--- src/sump_defines.svh ---
// --------------------
// sump trigger sizes
// shared by all trigger blocks
// --------------------
`ifndef SUMP_DEFINES_SVH
`define SUMP_DEFINES_SVH

// stage count, at most 4 since the opcode holds a 2 bit index
`define SUMP_NUM_STAGES 4

`define SUMP_SMPL_W 32  // sampled channels per strobe

// delay counter per stage
`define SUMP_DLY_W 16

`define SUMP_LVL_W 2  // trigger level, saturates at 3

`endif
--- src/sump_pkg.sv ---
// --------------------
// sump trigger types
// opcodes, command word views, strobes
// --------------------
package sump_pkg;

  // host opcodes, stage n sits at 0xc0 + 4*n
  typedef enum logic [7:0] {
    OP_RESET      = 8'h00,
    OP_ARM        = 8'h01,
    OP_SET_MASK_0 = 8'hC0,
    OP_SET_VAL_0  = 8'hC1,
    OP_SET_CFG_0  = 8'hC2,
    OP_SET_MASK_1 = 8'hC4,
    OP_SET_VAL_1  = 8'hC5,
    OP_SET_CFG_1  = 8'hC6,
    OP_SET_MASK_2 = 8'hC8,
    OP_SET_VAL_2  = 8'hC9,
    OP_SET_CFG_2  = 8'hCA,
    OP_SET_MASK_3 = 8'hCC,
    OP_SET_VAL_3  = 8'hCD,
    OP_SET_CFG_3  = 8'hCE
  } sump_opcode_e;

  // stage configuration, byte 0 is the lsbyte of the command word
  typedef struct packed {
    logic [7:0] dly_lo;   // byte 3, delay is big endian over bytes 2..3
    logic [7:0] dly_hi;   // byte 2
    logic [3:0] chl_lo;   // byte 1, low channel bits
    logic [1:0] pad_1;
    logic [1:0] lvl;      // byte 1 [1:0]
    logic [3:0] pad_0;
    logic       act;      // start capture when this stage runs
    logic       ser;      // serial compare on one channel
    logic       pad_0b;
    logic       chl_hi;   // channel msb
  } sump_stage_cfg_t;

  // one command word, raw mask/value or stage config
  typedef union packed {
    logic [31:0]     raw;
    sump_stage_cfg_t cfg;
  } sump_cmd_u;

  // set strobes of one stage
  typedef struct packed {
    logic set_mask;
    logic set_val;
    logic set_cfg;
  } sump_stage_set_t;

endpackage

--- src/sump_trigger_top.sv ---
// --------------------
// sump trigger top
// decoder, stages, level counter, capture
// --------------------
`timescale 1ns/10ps
`include "sump_defines.svh"

module sump_trigger_top import sump_pkg::*; (
  input  logic                       clk_i,
  input  logic                       rst_in,
  input  logic                       cmd_vld_i,
  input  sump_opcode_e               opcode_i,
  input  sump_cmd_u                  cmd_i,
  input  logic                       stb_i,
  input  logic [`SUMP_SMPL_W-1:0]    smpls_i,
  output logic                       armed_o,
  output logic                       trig_o,
  output logic                       triggered_o,
  output logic [`SUMP_SMPL_W-1:0]    trig_smpl_o,
  output logic [`SUMP_LVL_W-1:0]     lvl_o
);

  sump_stage_set_t [`SUMP_NUM_STAGES-1:0] stage_set;
  sump_cmd_u                              cmd_q;
  logic                                   arm;
  logic                                   clr;
  logic [`SUMP_NUM_STAGES-1:0]            stage_match;
  logic [`SUMP_NUM_STAGES-1:0]            stage_run;
  logic                                   fire;

  sump_cmd_decoder sump_cmd_decoder_inst (
    .clk_i, .rst_in, .cmd_vld_i, .opcode_i, .cmd_i,
    .stage_set_o (stage_set),
    .cmd_o       (cmd_q),
    .arm_o       (arm),
    .clr_o       (clr)
  );

  for (genvar i = 0; i < `SUMP_NUM_STAGES; i++) begin : g_stage
    sump_trigger_stage sump_trigger_stage_inst (
      .clk_i, .rst_in, .stb_i, .smpls_i,
      .cmd_i   (cmd_q),
      .set_i   (stage_set[i]),
      .arm_i   (arm),
      .clr_i   (clr),
      .lvl_i   (lvl_o),
      .match_o (stage_match[i]),
      .run_o   (stage_run[i])
    );
  end

  sump_trigger_level sump_trigger_level_inst (
    .clk_i, .rst_in, .lvl_o,
    .match_i (stage_match),
    .run_i   (stage_run),
    .arm_i   (arm),
    .clr_i   (clr),
    .fire_o  (fire)
  );

  sump_capture_out sump_capture_out_inst (
    .clk_i, .rst_in, .stb_i, .smpls_i,
    .armed_o, .trig_o, .triggered_o, .trig_smpl_o,
    .arm_i   (arm),
    .clr_i   (clr),
    .fire_i  (fire)
  );

endmodule

--- src/sump_capture_out.sv ---
// --------------------
// sump capture output
// armed flag and trigger sample latch
// --------------------
`timescale 1ns/10ps
`include "sump_defines.svh"

module sump_capture_out (
  input  logic                       clk_i,
  input  logic                       rst_in,
  input  logic                       arm_i,
  input  logic                       clr_i,
  input  logic                       fire_i,
  input  logic                       stb_i,
  input  logic [`SUMP_SMPL_W-1:0]    smpls_i,
  output logic                       armed_o,
  output logic                       trig_o,        // one cycle pulse
  output logic                       triggered_o,
  output logic [`SUMP_SMPL_W-1:0]    trig_smpl_o
);

  logic [`SUMP_SMPL_W-1:0] last_smpl_q;
  logic                    hit;

  // first fire after arm only, arm or clr this cycle wins
  assign hit = fire_i && armed_o && !triggered_o && !arm_i && !clr_i;

  always_ff @(posedge clk_i) begin
    if (!rst_in) begin
      armed_o     <= 1'b0;
      trig_o      <= 1'b0;
      triggered_o <= 1'b0;
    end else begin
      trig_o <= hit;
      if (clr_i) begin
        armed_o     <= 1'b0;
        triggered_o <= 1'b0;
      end else if (arm_i) begin
        armed_o     <= 1'b1;
        triggered_o <= 1'b0;
      end else if (hit) begin
        triggered_o <= 1'b1;   // held until next arm or clr
      end
    end
  end

  always_ff @(posedge clk_i) begin
    if (stb_i) last_smpl_q <= smpls_i;
    if (hit)   trig_smpl_o <= last_smpl_q;   // sample in effect at the trigger
  end

endmodule

--- src/sump_trigger_level.sv ---
// --------------------
// sump trigger level
// active level counter and fire pulse
// --------------------
`timescale 1ns/10ps
`include "sump_defines.svh"

module sump_trigger_level (
  input  logic                          clk_i,
  input  logic                          rst_in,
  input  logic [`SUMP_NUM_STAGES-1:0]   match_i,   // one per stage
  input  logic [`SUMP_NUM_STAGES-1:0]   run_i,     // one per stage
  input  logic                          arm_i,
  input  logic                          clr_i,
  output logic [`SUMP_LVL_W-1:0]        lvl_o,     // gates higher stages
  output logic                          fire_o     // one cycle after a run
);

  localparam logic [`SUMP_LVL_W-1:0] LVL_MAX = '1;

  logic any_match;
  logic lvl_sat;

  assign any_match = |match_i;   // coinciding matches count once
  assign lvl_sat   = (lvl_o == LVL_MAX);

  always_ff @(posedge clk_i) begin
    if (!rst_in) begin
      lvl_o <= '0;
    end else if (arm_i || clr_i) begin
      lvl_o <= '0;   // every arm restarts at level 0
    end else if (any_match && !lvl_sat) begin
      lvl_o <= lvl_o + 1'b1;
    end
  end

  always_ff @(posedge clk_i) begin
    if (!rst_in) begin
      fire_o <= 1'b0;
    end else begin
      fire_o <= |run_i;
    end
  end

endmodule

--- src/sump_trigger_stage.sv ---
// --------------------
// sump trigger stage
// masked compare, serial shift, delay fsm
// --------------------
`timescale 1ns/10ps
`include "sump_defines.svh"

module sump_trigger_stage import sump_pkg::*; (
  input  logic                       clk_i,
  input  logic                       rst_in,
  input  sump_cmd_u                  cmd_i,     // registered command word
  input  sump_stage_set_t            set_i,     // this stage's set strobes
  input  logic                       arm_i,
  input  logic                       clr_i,     // soft reset
  input  logic                       stb_i,     // new sample
  input  logic [`SUMP_SMPL_W-1:0]    smpls_i,
  input  logic [`SUMP_LVL_W-1:0]     lvl_i,     // active level
  output logic                       match_o,   // comb pulse, raises level
  output logic                       run_o      // comb pulse, starts capture
);

  typedef enum logic [1:0] {IDLE, ARMD, MTCHD} state_e;

  state_e                    state_q;
  state_e                    state_d;
  logic [`SUMP_DLY_W-1:0]    cnt_q;
  logic [`SUMP_DLY_W-1:0]    cnt_d;

  logic [`SUMP_SMPL_W-1:0]   mask_q;
  logic [`SUMP_SMPL_W-1:0]   val_q;
  logic [`SUMP_DLY_W-1:0]    dly_q;
  logic [`SUMP_LVL_W-1:0]    lvl_q;
  logic [4:0]                chl_q;
  logic                      ser_q;
  logic                      act_q;

  logic [`SUMP_SMPL_W-1:0]   shft_q;
  logic [`SUMP_SMPL_W-1:0]   shft_next;   // includes the bit of this strobe
  logic [`SUMP_SMPL_W-1:0]   comp_vec;
  logic                      trg_hit;

  assign shft_next = {shft_q[`SUMP_SMPL_W-2:0], smpls_i[chl_q]};
  assign comp_vec  = ser_q ? shft_next : smpls_i;
  assign trg_hit   = ~|((comp_vec ^ val_q) & mask_q);  // zero mask always hits

  always_comb begin
    state_d = state_q;
    cnt_d   = cnt_q;
    match_o = 1'b0;
    run_o   = 1'b0;
    case (state_q)
      IDLE: ;   // wait for arm
      ARMD: begin
        if (stb_i && trg_hit && (lvl_i >= lvl_q)) begin
          state_d = MTCHD;
          cnt_d   = '0;
        end
      end
      MTCHD: begin
        if (cnt_q == dly_q) begin
          state_d = IDLE;
          match_o = |mask_q;   // an "any" stage does not raise the level
          run_o   = act_q;
        end else if (stb_i) begin
          cnt_d = cnt_q + 1'b1;   // counts strobes, not clocks
        end
      end
      default: state_d = IDLE;
    endcase
    if (arm_i) state_d = ARMD;   // re-arm from any state
    if (clr_i) state_d = IDLE;
  end

  always_ff @(posedge clk_i) begin
    if (!rst_in) begin
      state_q <= IDLE;
      cnt_q   <= '0;
    end else begin
      state_q <= state_d;
      cnt_q   <= cnt_d;
    end
  end

  // serial history of the selected channel
  always_ff @(posedge clk_i) begin
    if (stb_i) shft_q <= shft_next;
  end

  always_ff @(posedge clk_i) begin
    if (!rst_in || clr_i) begin
      mask_q <= '0;
      val_q  <= '0;
      dly_q  <= '0;
      lvl_q  <= '0;
      chl_q  <= '0;
      ser_q  <= 1'b0;
      act_q  <= 1'b0;
    end else begin
      if (set_i.set_mask) mask_q <= cmd_i.raw;
      if (set_i.set_val)  val_q  <= cmd_i.raw;
      if (set_i.set_cfg) begin
        dly_q <= {cmd_i.cfg.dly_hi, cmd_i.cfg.dly_lo};
        lvl_q <= cmd_i.cfg.lvl;
        chl_q <= {cmd_i.cfg.chl_hi, cmd_i.cfg.chl_lo};
        ser_q <= cmd_i.cfg.ser;
        act_q <= cmd_i.cfg.act;
      end
    end
  end

endmodule

--- src/sump_cmd_decoder.sv ---
// --------------------
// sump command decoder
// opcode to per stage set strobes, arm and clr
// --------------------
`timescale 1ns/10ps
`include "sump_defines.svh"

module sump_cmd_decoder import sump_pkg::*; (
  input  logic                                    clk_i,
  input  logic                                    rst_in,       // sync, low active
  input  logic                                    cmd_vld_i,    // one cycle strobe
  input  sump_opcode_e                            opcode_i,
  input  sump_cmd_u                               cmd_i,
  output sump_stage_set_t [`SUMP_NUM_STAGES-1:0]  stage_set_o,  // registered, one hot
  output sump_cmd_u                               cmd_o,        // command word for the stages
  output logic                                    arm_o,
  output logic                                    clr_o
);

  logic [7:0]                              op_raw;
  logic                                    is_trg_op;   // 0xc? range
  logic [1:0]                              stg_idx;
  logic [1:0]                              sub_fn;
  sump_stage_set_t [`SUMP_NUM_STAGES-1:0]  set_d;

  assign op_raw    = opcode_i;
  assign is_trg_op = (op_raw[7:4] == 4'hC);
  assign stg_idx   = op_raw[3:2];
  assign sub_fn    = op_raw[1:0];   // 0 mask, 1 value, 2 config, 3 unused

  always_comb begin
    set_d = '0;
    if (cmd_vld_i && is_trg_op) begin
      // indices past the stage count find no slot
      for (int i = 0; i < `SUMP_NUM_STAGES; i++) begin
        if (int'(stg_idx) == i) begin
          case (sub_fn)
            2'd0:    set_d[i].set_mask = 1'b1;
            2'd1:    set_d[i].set_val  = 1'b1;
            2'd2:    set_d[i].set_cfg  = 1'b1;
            default: set_d[i]          = '0;
          endcase
        end
      end
    end
  end

  always_ff @(posedge clk_i) begin
    if (!rst_in) begin
      stage_set_o <= '0;
      arm_o       <= 1'b0;
      clr_o       <= 1'b0;
    end else begin
      stage_set_o <= set_d;
      arm_o       <= cmd_vld_i && (opcode_i == OP_ARM);
      clr_o       <= cmd_vld_i && (opcode_i == OP_RESET);
    end
  end

  // word travels one cycle with its strobe
  always_ff @(posedge clk_i) begin
    if (cmd_vld_i) cmd_o <= cmd_i;
  end

endmodule

--- config.mk ---
export PLATFORM = sky130hd
export DESIGN_NAME = sump_trigger_top
export DESIGN_NICKNAME = d
export VERILOG_FILES = /design/src/sump_pkg.sv /design/src/sump_trigger_top.sv /design/src/sump_capture_out.sv /design/src/sump_trigger_level.sv /design/src/sump_trigger_stage.sv /design/src/sump_cmd_decoder.sv
export VERILOG_INCLUDE_DIRS = /design/src /design/src/src
export SDC_FILE = /design/constraint.sdc
export NUM_CORES = 1
export LEC_CHECK = 0
export BUFFER_PORTS_ARGS = -buffer_cell sky130_fd_sc_hd__buf_2
export CORE_AREA = 2 2 296 298
export DETAILED_ROUTE_END_ITERATION = 6
export DIE_AREA = 0 0 298 300
export PLACE_DENSITY = 0.46
export SLEW_MARGIN = 20
export SYNTH_ARGS = -nofsm -noshare
export SYNTH_HDL_FRONTEND = slang
export SYNTH_SLANG_ARGS = --single-unit
--- constraint.sdc ---
create_clock -name clk_i -period 9 [get_ports clk_i]
set_clock_uncertainty 0.05 [all_clocks]
set_input_delay 2.7 -clock clk_i [delete_from_list [all_inputs] [get_ports clk_i]]
set_output_delay 2.7 -clock clk_i [all_outputs]
set_load 0.02 [all_outputs]
---- After elaboration in Yosys (flattened, before gate mapping) ----
Cells that the tools add are included.
storage, ports and cells
  register bits ........................... 668
  input port bits ......................... 76
  output and inout bits ................... 37
  word-level logic and storage cells ...... 270
operators by class
  add/sub/neg operators ................... 5
  magnitude comparators ................... 8
  eq/ne operators ......................... 48
  mux-type cells .......................... 63
  bitwise gates (word level) .............. 13
  reduce and logical (&&, ||, !) cells .... 67
operators with widths
  kind                                                                     number
  32-bit OR reduction                                                      8
  16-bit two-way mux                                                       12
  32-bit bitwise AND                                                       4
  32-bit two-way mux                                                       4
  16-bit one-hot mux with 2 select lines                                   4
  32-bit XOR                                                               4
  16-bit by 1-bit adder with 16-bit output, second input constant          4
  16-bit == test                                                           4
  3-bit AND reduction                                                      12
  1-bit two-way mux                                                        27
  5-bit by 6-bit < comparator with 1-bit output, second input constant     4
  2-bit inequality test, second input constant                             12
  3-bit by 2-bit inequality test with 1-bit output, second input constant  8
  2-bit one-hot mux with 3 select lines                                    4
  1-bit binary-select mux with 5-bit select                                4
  2-bit == test, second input constant                                     8
  1-bit logical AND                                                        16
  2-bit two-way mux                                                        8
  2-bit by 1-bit inequality test with 1-bit output, second input constant  8
  4-bit AND reduction                                                      4
  2-bit by 1-bit == test with 1-bit output, second input constant          6
  2-bit zero test                                                          6
  1-bit zero test                                                          9
  8-bit by 1-bit == test with 1-bit output, second input constant          1
  other kinds (10)                                                         23

---- Depth between registers and ports, before layout ----
Gate-level depths: netlist of the first run.
  depth in word-level cells ............... 12
  gate-level depth with buffers ........... 12

---- By module ----
Synthesis of the first run repeated with hierarchy kept, for this count alone.
unflattened totals
  cell total of the unflattened synthesis .. 2745
  area, all modules ....................... 29749.8 µm²
by module, submodules not included
  module                                                       times used  cells each  area each (µm²)  sequential area each (µm²)
  sump_trigger_stage (g_stage[1].sump_trigger_stage_inst ...)  3           644         6510.0           3072.9
  sump_trigger_stage (g_stage[0].sump_trigger_stage_inst)      1           655         6647.6           3072.9
  sump_capture_out                                             1           75          2030.7           1981.9
  sump_cmd_decoder                                             1           69          1398.8           1241.2
  sump_trigger_level                                           1           14          142.6            60.1

---- Worst setup path before layout of the first run ----
OpenSTA, ideal clock, no wires.
  path type ............................... input to register
  start point ............................. input port smpls_i[8]
  end point ............................... register g_stage[3].sump_trigger_stage_inst.cnt_q[13]
  data arrival time ....................... 5.097 ns
  required time ........................... 8.834 ns
  setup slack ............................. 3.737 ns
  stages on the path ...................... 10
  cell sequence ........................... clkbuf_1 > mux2i_1 > xnor2_1 > a2111oi_0 > nand4_1 > or4_1 > or4b_1 > buf_2 > buf_6 > a31o_1
on the way
  longest elaborated chain between the ends .. 11
RTL lines
  what                                                                   line                      source
  from (decl)                                                            sump_trigger_top.sv:15    input logic [`SUMP_SMPL_W-1:0] smpls_i,
  1-bit binary-select mux with 5-bit select                              sump_trigger_stage.sv:42  assign shft_next = {shft_q[`SUMP_SMPL_W-2:0], smpls_i[chl_q]};
  1-bit two-way mux (not written as such)                                sump_trigger_stage.sv:42
  32-bit two-way mux (*)                                                 sump_trigger_stage.sv:43  assign comp_vec = ser_q ? shft_next : smpls_i;
  32-bit XOR (*)                                                         sump_trigger_stage.sv:44  assign trg_hit = ~|((comp_vec ^ val_q) & mask_q);
  32-bit bitwise AND (*)                                                 sump_trigger_stage.sv:44
  32-bit OR reduction (*)                                                sump_trigger_stage.sv:44
  1-bit zero test (*)                                                    sump_trigger_stage.sv:44
  1-bit logical AND (*) (2 in a row)                                     sump_trigger_stage.sv:54  if (stb_i && trg_hit && (lvl_i >= lvl_q)) begin
  2-bit by 1-bit inequality test with 1-bit output (no source line) (*)  n/a
  4-bit AND reduction (no source line) (*)                               n/a
  to (signal assigned)                                                   sump_trigger_stage.sv:80  cnt_q <= cnt_d;
  to (decl)                                                              sump_trigger_stage.sv:26  logic [`SUMP_DLY_W-1:0] cnt_q;
Mark *: on every way between the ends. The rest lies on a longest branch, timed or not. The select of a mux whose other input is x is not followed.
A chain may end at the register's enable or synchronous reset.

---- Worst setup path in the final report of the first run ----
  start point ............................. input port smpls_i[11]
  end point ............................... register g_stage[3].sump_trigger_stage_inst.cnt_q[1]
Same word-level chain as after synthesis.

==> run_results.csv, run 1 <==
group,metric,value,unit
setup_path,crit_cells,8,
hold_path,min_path_cells,0,
setup_path,r2r-start,"g_stage[3].sump_trigger_stage_inst.ser_q",
layout,drive_above_1_share,0.1099,
sta,rsz0062_at_grt,"no",
logic_synthesis,synth_top_flop_cell,"dfxtp_1",
die,die_area,89400,µm²
logic_synthesis,synthTopCellsByArea,"dfxtp_1 30%, edfxtp_1 22%, mux2i_1 20%",
run_status,status,"completed",
route,ant_nets,0,
sta,hold_violations,0,
route,wl,102800,µm
setup_path,crit_type,"in2reg",
global_routing,antenna_found_initial,6,
sta,layout_setup_ws,3405,ps
clock_tree,cts-root-buf,"clkbuf_16",
clock_tree,clock_sinks,668,
setup_path,required,9450,ps
placement,routabilityCongestion,0.8614,
logic_synthesis,synth_warnings,0,
power_and_ir_drop,p_leak,11.64,nW
die,core,86210,µm²
placement,dpl_cell_area,31540,µm²
run,maxCapViolCount,0,
logic_synthesis,synth-edff-count,220,
power_and_ir_drop,peakVddDrop,0.0001158,V
clock_tree,insertion_delay,630,ps
route,wl_per_cell,25.33,µm
sta,tightest_slew,1149,ps
hold_path,min_path_type,"reg2reg",
placement,dpl.cell_count,3911,
layout,stdcell_count,4057,
die,start_util,0.3483,
die,dieHeight,300,µm
placement,hpwl,68290,µm
route,drt_iter0_markers,1773,
logic_synthesis,synth_common_cells,"607 x mux2i_1, 448 x dfxtp_1, 423 x nor2_1",
clock_tree,cts_resized,0,
sta,setup_viol,0,
sta,drv_slew,0,
setup_path,rr_worst_depth,8,
clock_tree,ctsHoldBuffers,0,
setup_path,r2r_end,"g_stage[3].sump_trigger_stage_inst.cnt_q[1]",
logic_synthesis,synth_top_area_frac,0.2987,
clock_tree,cts_tree,"yes",
logic_synthesis,syn_nets,2897,
sta,timing.final.crit_share,0.6217,
logic_synthesis,synth.most_common_cell,"mux2i_1",
logic_synthesis,syn_area_per_cell,10.69,µm²
clock_tree,cts-buffers-inserted,78,
setup_path,cpPeakStageDelay,840,ps
clock_tree,h-tree-depth,3,
route,drt_first_pass_iters,6,
layout,antennaDiodeCount,0,
route,viasPerCell,5.348,
route,vias,21700,
placement,io_buffers,112,
global_routing,grt_pass1_vias,20610,
logic_synthesis,ys_seq_area_frac,0.5187,
setup_path,cp_top_family,"simple AND/OR/NAND/NOR gates",
logic_synthesis,postSynthCellCount,2808,
clock_tree,clk_pin_slew_worst_paths,60,ps
setup_path,cp_cell_sequence,"buf_2 -> mux2i_1 -> xnor2_1 -> a2111oi_0 -> nand4_1 -> or4_1 -> or4b_1 -> a32o_1",
setup_path,ff2ff_setup_slack,4810,ps
hold_path,worstHoldStart,"sump_capture_out_inst.last_smpl_q[17]",
setup_path,cp_num_buf_inv,1,
setup_path,critical_path_peak_fanout,15,
die,ios,113,
global_routing,grt_max_degree,201,
sta,tns,0,ps
sta,max_freq,178.7,MHz
layout,area_growth,13.48,%
logic_synthesis,syn_area,30030,µm²
placement,place_ws,2864,ps
die,num_rows,108,
global_routing,grt_overflow,0,
setup_path,timing.critical_path.slowest_stage_cell,"or4b_1",
logic_synthesis,synth_top_area_cell,"dfxtp_1",
clock_tree,post_cts_buffers,0,
setup_path,end_kind,"flop",
die,die_w,298,µm
layout,nets,2925,
setup_path,setup.worst_path.start_class,"primary input",
setup_path,worstPathArrival,6050,ps
sta,slew_headroom,0.2341,
layout,postLayoutCellArea,34070,µm²
global_routing,grt_use_total,0.2250,
hold_path,min_to,"sump_capture_out_inst.trig_smpl_o[17]",
logic_synthesis,yosysUniqueCellTypes,65,
power_and_ir_drop,power.density,195.4,nW/µm²
sta,finalCriticalPeriod,5595,ps
layout,fillCellCount,8464,
logic_synthesis,ys_ff_latch,668,
global_routing,grt_first_pass_wirelength,147900,µm
clock_tree,clk_path_buf_depth,3,
logic_synthesis,synthArstFlopShare,0,
route,drc,0,
## routing by layer
metal / up-vias / track usage / wire length, µm
li1: 10120 / - / -
met1: 10790 / 0.3163 / 48110
met2: 651 / 0.3628 / 47030
met3: 137 / 0.02717 / 4714
met4: 0 / 0.06700 / 2900
met5: - / 0 / 0
## worst max path at each step
stage | startpoint | to | slack, ps
after floorplan | smpls_i[8] | g_stage[3].sump_trigger_stage_inst.cnt_q[13] | 3740
after global placement | smpls_i[29] | g_stage[3].sump_trigger_stage_inst.cnt_q[1] | 2930
after detailed placement | smpls_i[29] | g_stage[3].sump_trigger_stage_inst.cnt_q[1] | 2860
after CTS | smpls_i[23] | g_stage[3].sump_trigger_stage_inst.cnt_q[1] | 3510
after global routing | smpls_i[23] | g_stage[3].sump_trigger_stage_inst.cnt_q[1] | 3330
final | smpls_i[11] | g_stage[3].sump_trigger_stage_inst.cnt_q[1] | 3400
## area by class of cell
cell class / instances / area (µm²) / share of cell area
sequential: 668 / 15600 / 0.4577
multi-input combinational: 1922 / 13600 / 0.3991
clock buffer: 112 / 2275 / 0.06676
tap: 1155 / 1445 / 0.04241
timing repair buffer: 145 / 834.6 / 0.02449
clock inverter: 34 / 245.2 / 0.007197
inverter: 21 / 78.83 / 0.002313
## power by group
part           internal (W)  total [W]  switching, W
clock               0.00182    0.00313       0.00131
combinational     0.0000654   0.000271      0.000205
sequential          0.00318    0.00326     0.0000814
total               0.00507    0.00666       0.00159
## kinds of logic (layout without fill, tap and decap cells)
| group | count (synthesis) | count (layout) | synth area share |
|---|---|---|---|
| adder cells (fa/ha/maj) | 13 | 13 | 0.005417 |
| XOR/XNOR | 130 | 130 | 0.03792 |
| multiplexers | 610 | 610 | 0.2042 |
| flip-flops | 668 | 668 | 0.5187 |
| AND/OR/NAND/NOR | 934 | 934 | 0.1474 |
| AO/OA/AOI/OAI | 235 | 235 | 0.05721 |
| buffers and inverters | 218 | 312 | 0.02913 |
## metrics by stage
stage	power, W	util	hold WS [ps]
2_1_floorplan	0.003389	-	350.3
5_1_grt	0.006876	0.3952	371.2
3_3_place_gp	0.003596	0.3656	351.7
3_5_place_dp	0.003597	0.3658	354.5
6_report	0.006660	0.3952	366.7
4_1_cts	0.006745	0.3951	367.8
## placed cells by master (no fill, tap or decap), types with 21 or more instances in the layout
cell       count
a31o_2        21
buf_2        111
nor4_1        72
clkinv_2      23
nand2_1      133
mux2i_1      607
a22oi_1       43
a21oi_1       42
and3_1        22
clkbuf_16     82
nor2_1       423
nand2b_1      85
xor2_1        64
buf_4         31
xnor2_1       66
nand3_1       64
nand4_1       36
dfxtp_1      435
edfxtp_1     220
## state kept, by name, summed over array words and instances (netlist names), 20 cells and up
name / cells
g_stage.sump_trigger_stage_inst.dly_q: 64
g_stage.sump_trigger_stage_inst.mask_q: 128
g_stage.sump_trigger_stage_inst.cnt_q: 64
g_stage.sump_trigger_stage_inst.chl_q: 20
sump_capture_out_inst.last_smpl_q: 32
g_stage.sump_trigger_stage_inst.val_q: 128
g_stage.sump_trigger_stage_inst.shft_q: 124
sump_capture_out_inst.trig_smpl_o: 32
sump_cmd_decoder_inst.cmd_o: 32
## worst reg2reg max path: stages, from the launching register on
cell and delay, ps:
dfxtp_2 310, buf_4 500, mux2i_1 310, xnor2_1 90, a2111oi_0 710, nand4_1 160
or4_1 730, or4b_1 840, a32o_1 370
Note: power is estimated with default switching activity, not from simulation.
==> run 2: changes to the inputs <==
Settings changed: PLACE_DENSITY 0.46 to 0.48.
Clock period 9 ns to 4.9 ns, I/O delays scaled along.
==> run 2 against run 1 <==
Net effect:
- clock power rose by 95%
- utilization grew 0.71 points
- sequential power up 83%
- sequential cell count unchanged
- global-route usage grew 0.36 points
- count of clock-buffer cells in the layout is 1 higher
- sequential share of layout area shrank 0.80 points
- critical path depth is the same
- worst setup slack got worse by 2700 ps
- largest cell class unchanged
- largest power group is now the clock network
==> run_results.csv, run 2 (synthesis gave the netlist of run 1 again) <==
group,metric,value,unit
run_status,status,"completed",
layout,fin_util,0.4023,
route,viasPerCell,5.398,
placement,routabilityCongestion,0.8713,
sta,layout_setup_ws,672.9,ps
sta,tns,0,ps
die,core,86210,µm²
die,dieHeight,300,µm
layout,largest_registers,"g_stage.sump_trigger_stage_inst.mask_q x128, g_stage.sump_trigger_stage_inst.val_q x128, g_stage.sump_trigger_stage_inst.shft_q x124",
global_routing,grt_first_pass_wirelength,150400,µm
clock_tree,cts_tree,"yes",
setup_path,critical_path_peak_fanout,15,
hold_path,min_path_type,"reg2reg",
setup_path,ff2ff_setup_slack,710,ps
route,vias,22190,
sta,tightest_slew,1177,ps
die,ios,113,
route,wl,104300,µm
setup_path,cp_common_cell,"mux2i_1",
clock_tree,cts_resized,0,
layout,multi_input_area,13590,µm²
sta,slew_headroom,0.2151,
layout,area_growth,15.51,%
sta,hold_violations,0,
global_routing,grt_use_met3,0.03302,
hold_path,min_path_cells,0,
setup_path,r2r-start,"g_stage[3].sump_trigger_stage_inst.ser_q",
clock_tree,insertion_delay,640,ps
die,die_area,89400,µm²
clock_tree,clk_pin_slew_worst_paths,60,ps
sta,max_freq,236.6,MHz
global_routing,gr-usage-met1,0.3211,
setup_path,r2r_end,"g_stage[3].sump_trigger_stage_inst.cnt_q[1]",
global_routing,grt_overflow,0,
global_routing,antenna_found_initial,2,
global_routing,grt_pass1_vias,21250,
sta,rsz0062_at_grt,"no",
route,ant_nets,0,
sta,setup_viol,0,
hold_path,min_to,"sump_capture_out_inst.trig_smpl_o[10]",
power_and_ir_drop,peakVddDrop,0.0002197,V
power_and_ir_drop,power.density,364.6,nW/µm²
sta,drv_slew,0,
power_and_ir_drop,p_leak,11.96,nW
placement,hpwl,70750,µm
setup_path,setup.worst_path.start_class,"primary input",
clock_tree,h-tree-depth,3,
global_routing,grt_use_total,0.2286,
sta,holdWs,361.9,ps
global_routing,use_met2,0.3694,
clock_tree,post_cts_buffers,0,
clock_tree,cts-buffers-inserted,79,
global_routing,grt_max_degree,126,
clock_tree,clk_path_buf_depth,3,
route,wl_per_cell,25.38,µm
sta,timing.final.crit_share,0.8627,
route,drc,0,
route,drt_iter0_markers,1787,
die,start_util,0.3483,
setup_path,rr_worst_depth,8,
setup_path,cpPeakStageDelay,850,ps
layout,nets,2975,
setup_path,crit_type,"in2reg",
hold_path,worstHoldStart,"sump_capture_out_inst.last_smpl_q[10]",
die,die_w,298,µm
layout,drive_above_1_share,0.1236,
layout,fillCellCount,8368,
sta,finalCriticalPeriod,4227,ps
layout,layout_common_cells,"607 x mux2i_1, 435 x dfxtp_1, 423 x nor2_1",
placement,place_ws,10.67,ps
clock_tree,ctsHoldBuffers,0,
setup_path,worstPathArrival,4700,ps
setup_path,timing.critical_path.slowest_stage_cell,"or4b_1",
placement,io_buffers,112,
clock_tree,clock_sinks,668,
setup_path,required,5370,ps
setup_path,cp_cell_sequence,"buf_2 -> mux2i_1 -> mux2i_1 -> a2111oi_0 -> nand4_1 -> or4_1 -> or4b_1 -> a32o_1",
layout,register_area,15600,µm²
layout,mostFrequentLayoutCell,"mux2i_1",
setup_path,end_kind,"flop",
clock_tree,cts-root-buf,"clkbuf_16",
global_routing,gr-max-usage-layer,"met2",
run,maxCapViolCount,0,
route,drt_first_pass_iters,7,
die,num_rows,108,
==> run 2: layout make-up <==
| class | count | share of cell area |
|---|---|---|
| diodes | 2 | 0.0001443 |
| clock inverters | 35 | 0.01198 |
| well taps | 1155 | 0.04167 |
| repair buffers | 194 | 0.03604 |
| inverters | 21 | 0.002273 |
| multi-input cells | 1922 | 0.3919 |
| flip-flops and latches | 668 | 0.4497 |
| clock buffers | 113 | 0.06627 |
==> run 2: routing by layer <==
layer	wire [µm]	part of all wire
met5	0	0
met4	2380	0.023
met3	5651	0.054
met2	47750	0.46
met1	48520	0.47
==> run 2: worst max-delay path: cells and delay by family <==
family,cells,cell delay (ps)
compound gates,2,760
buf+inv,1,320
mux,2,340
simple gates,3,1790
==> run 2: per-stage QoR <==
step / power [W] / cell area [µm²] / instances
after floorplan: 0.006225 / 30030 / 2808
after global placement: 0.006649 / 31890 / 3956
after detailed placement: 0.006661 / 31950 / 3960
after CTS: 0.01278 / 34670 / 4108
after global routing: 0.01301 / 34680 / 4109
final: 0.01264 / 34680 / 4110
==> run 2: worst max path at each step <==
| stage | from | to | slack, ps | cells past startpoint |
|---|---|---|---|---|
| after global routing | g_stage[3].sump_trigger_stage_inst.ser_q | g_stage[3].sump_trigger_stage_inst.cnt_q[1] | 560 | 8 |
| after CTS | g_stage[3].sump_trigger_stage_inst.ser_q | g_stage[3].sump_trigger_stage_inst.cnt_q[1] | 660 | 8 |
| after global placement | smpls_i[23] | g_stage[3].sump_trigger_stage_inst.cnt_q[1] | 10 | 8 |
| final | smpls_i[23] | g_stage[3].sump_trigger_stage_inst.cnt_q[1] | 670 | 8 |
| after detailed placement | smpls_i[25] | g_stage[3].sump_trigger_stage_inst.cnt_q[1] | 10 | 9 |
| after floorplan | smpls_i[8] | g_stage[3].sump_trigger_stage_inst.cnt_q[13] | 870 | 10 |
==> run 2: power breakdown <==
group | switching, W | internal, W
clock | 0.00245 | 0.00366
sequential | 0.000123 | 0.00584
combinational | 0.000434 | 0.000149
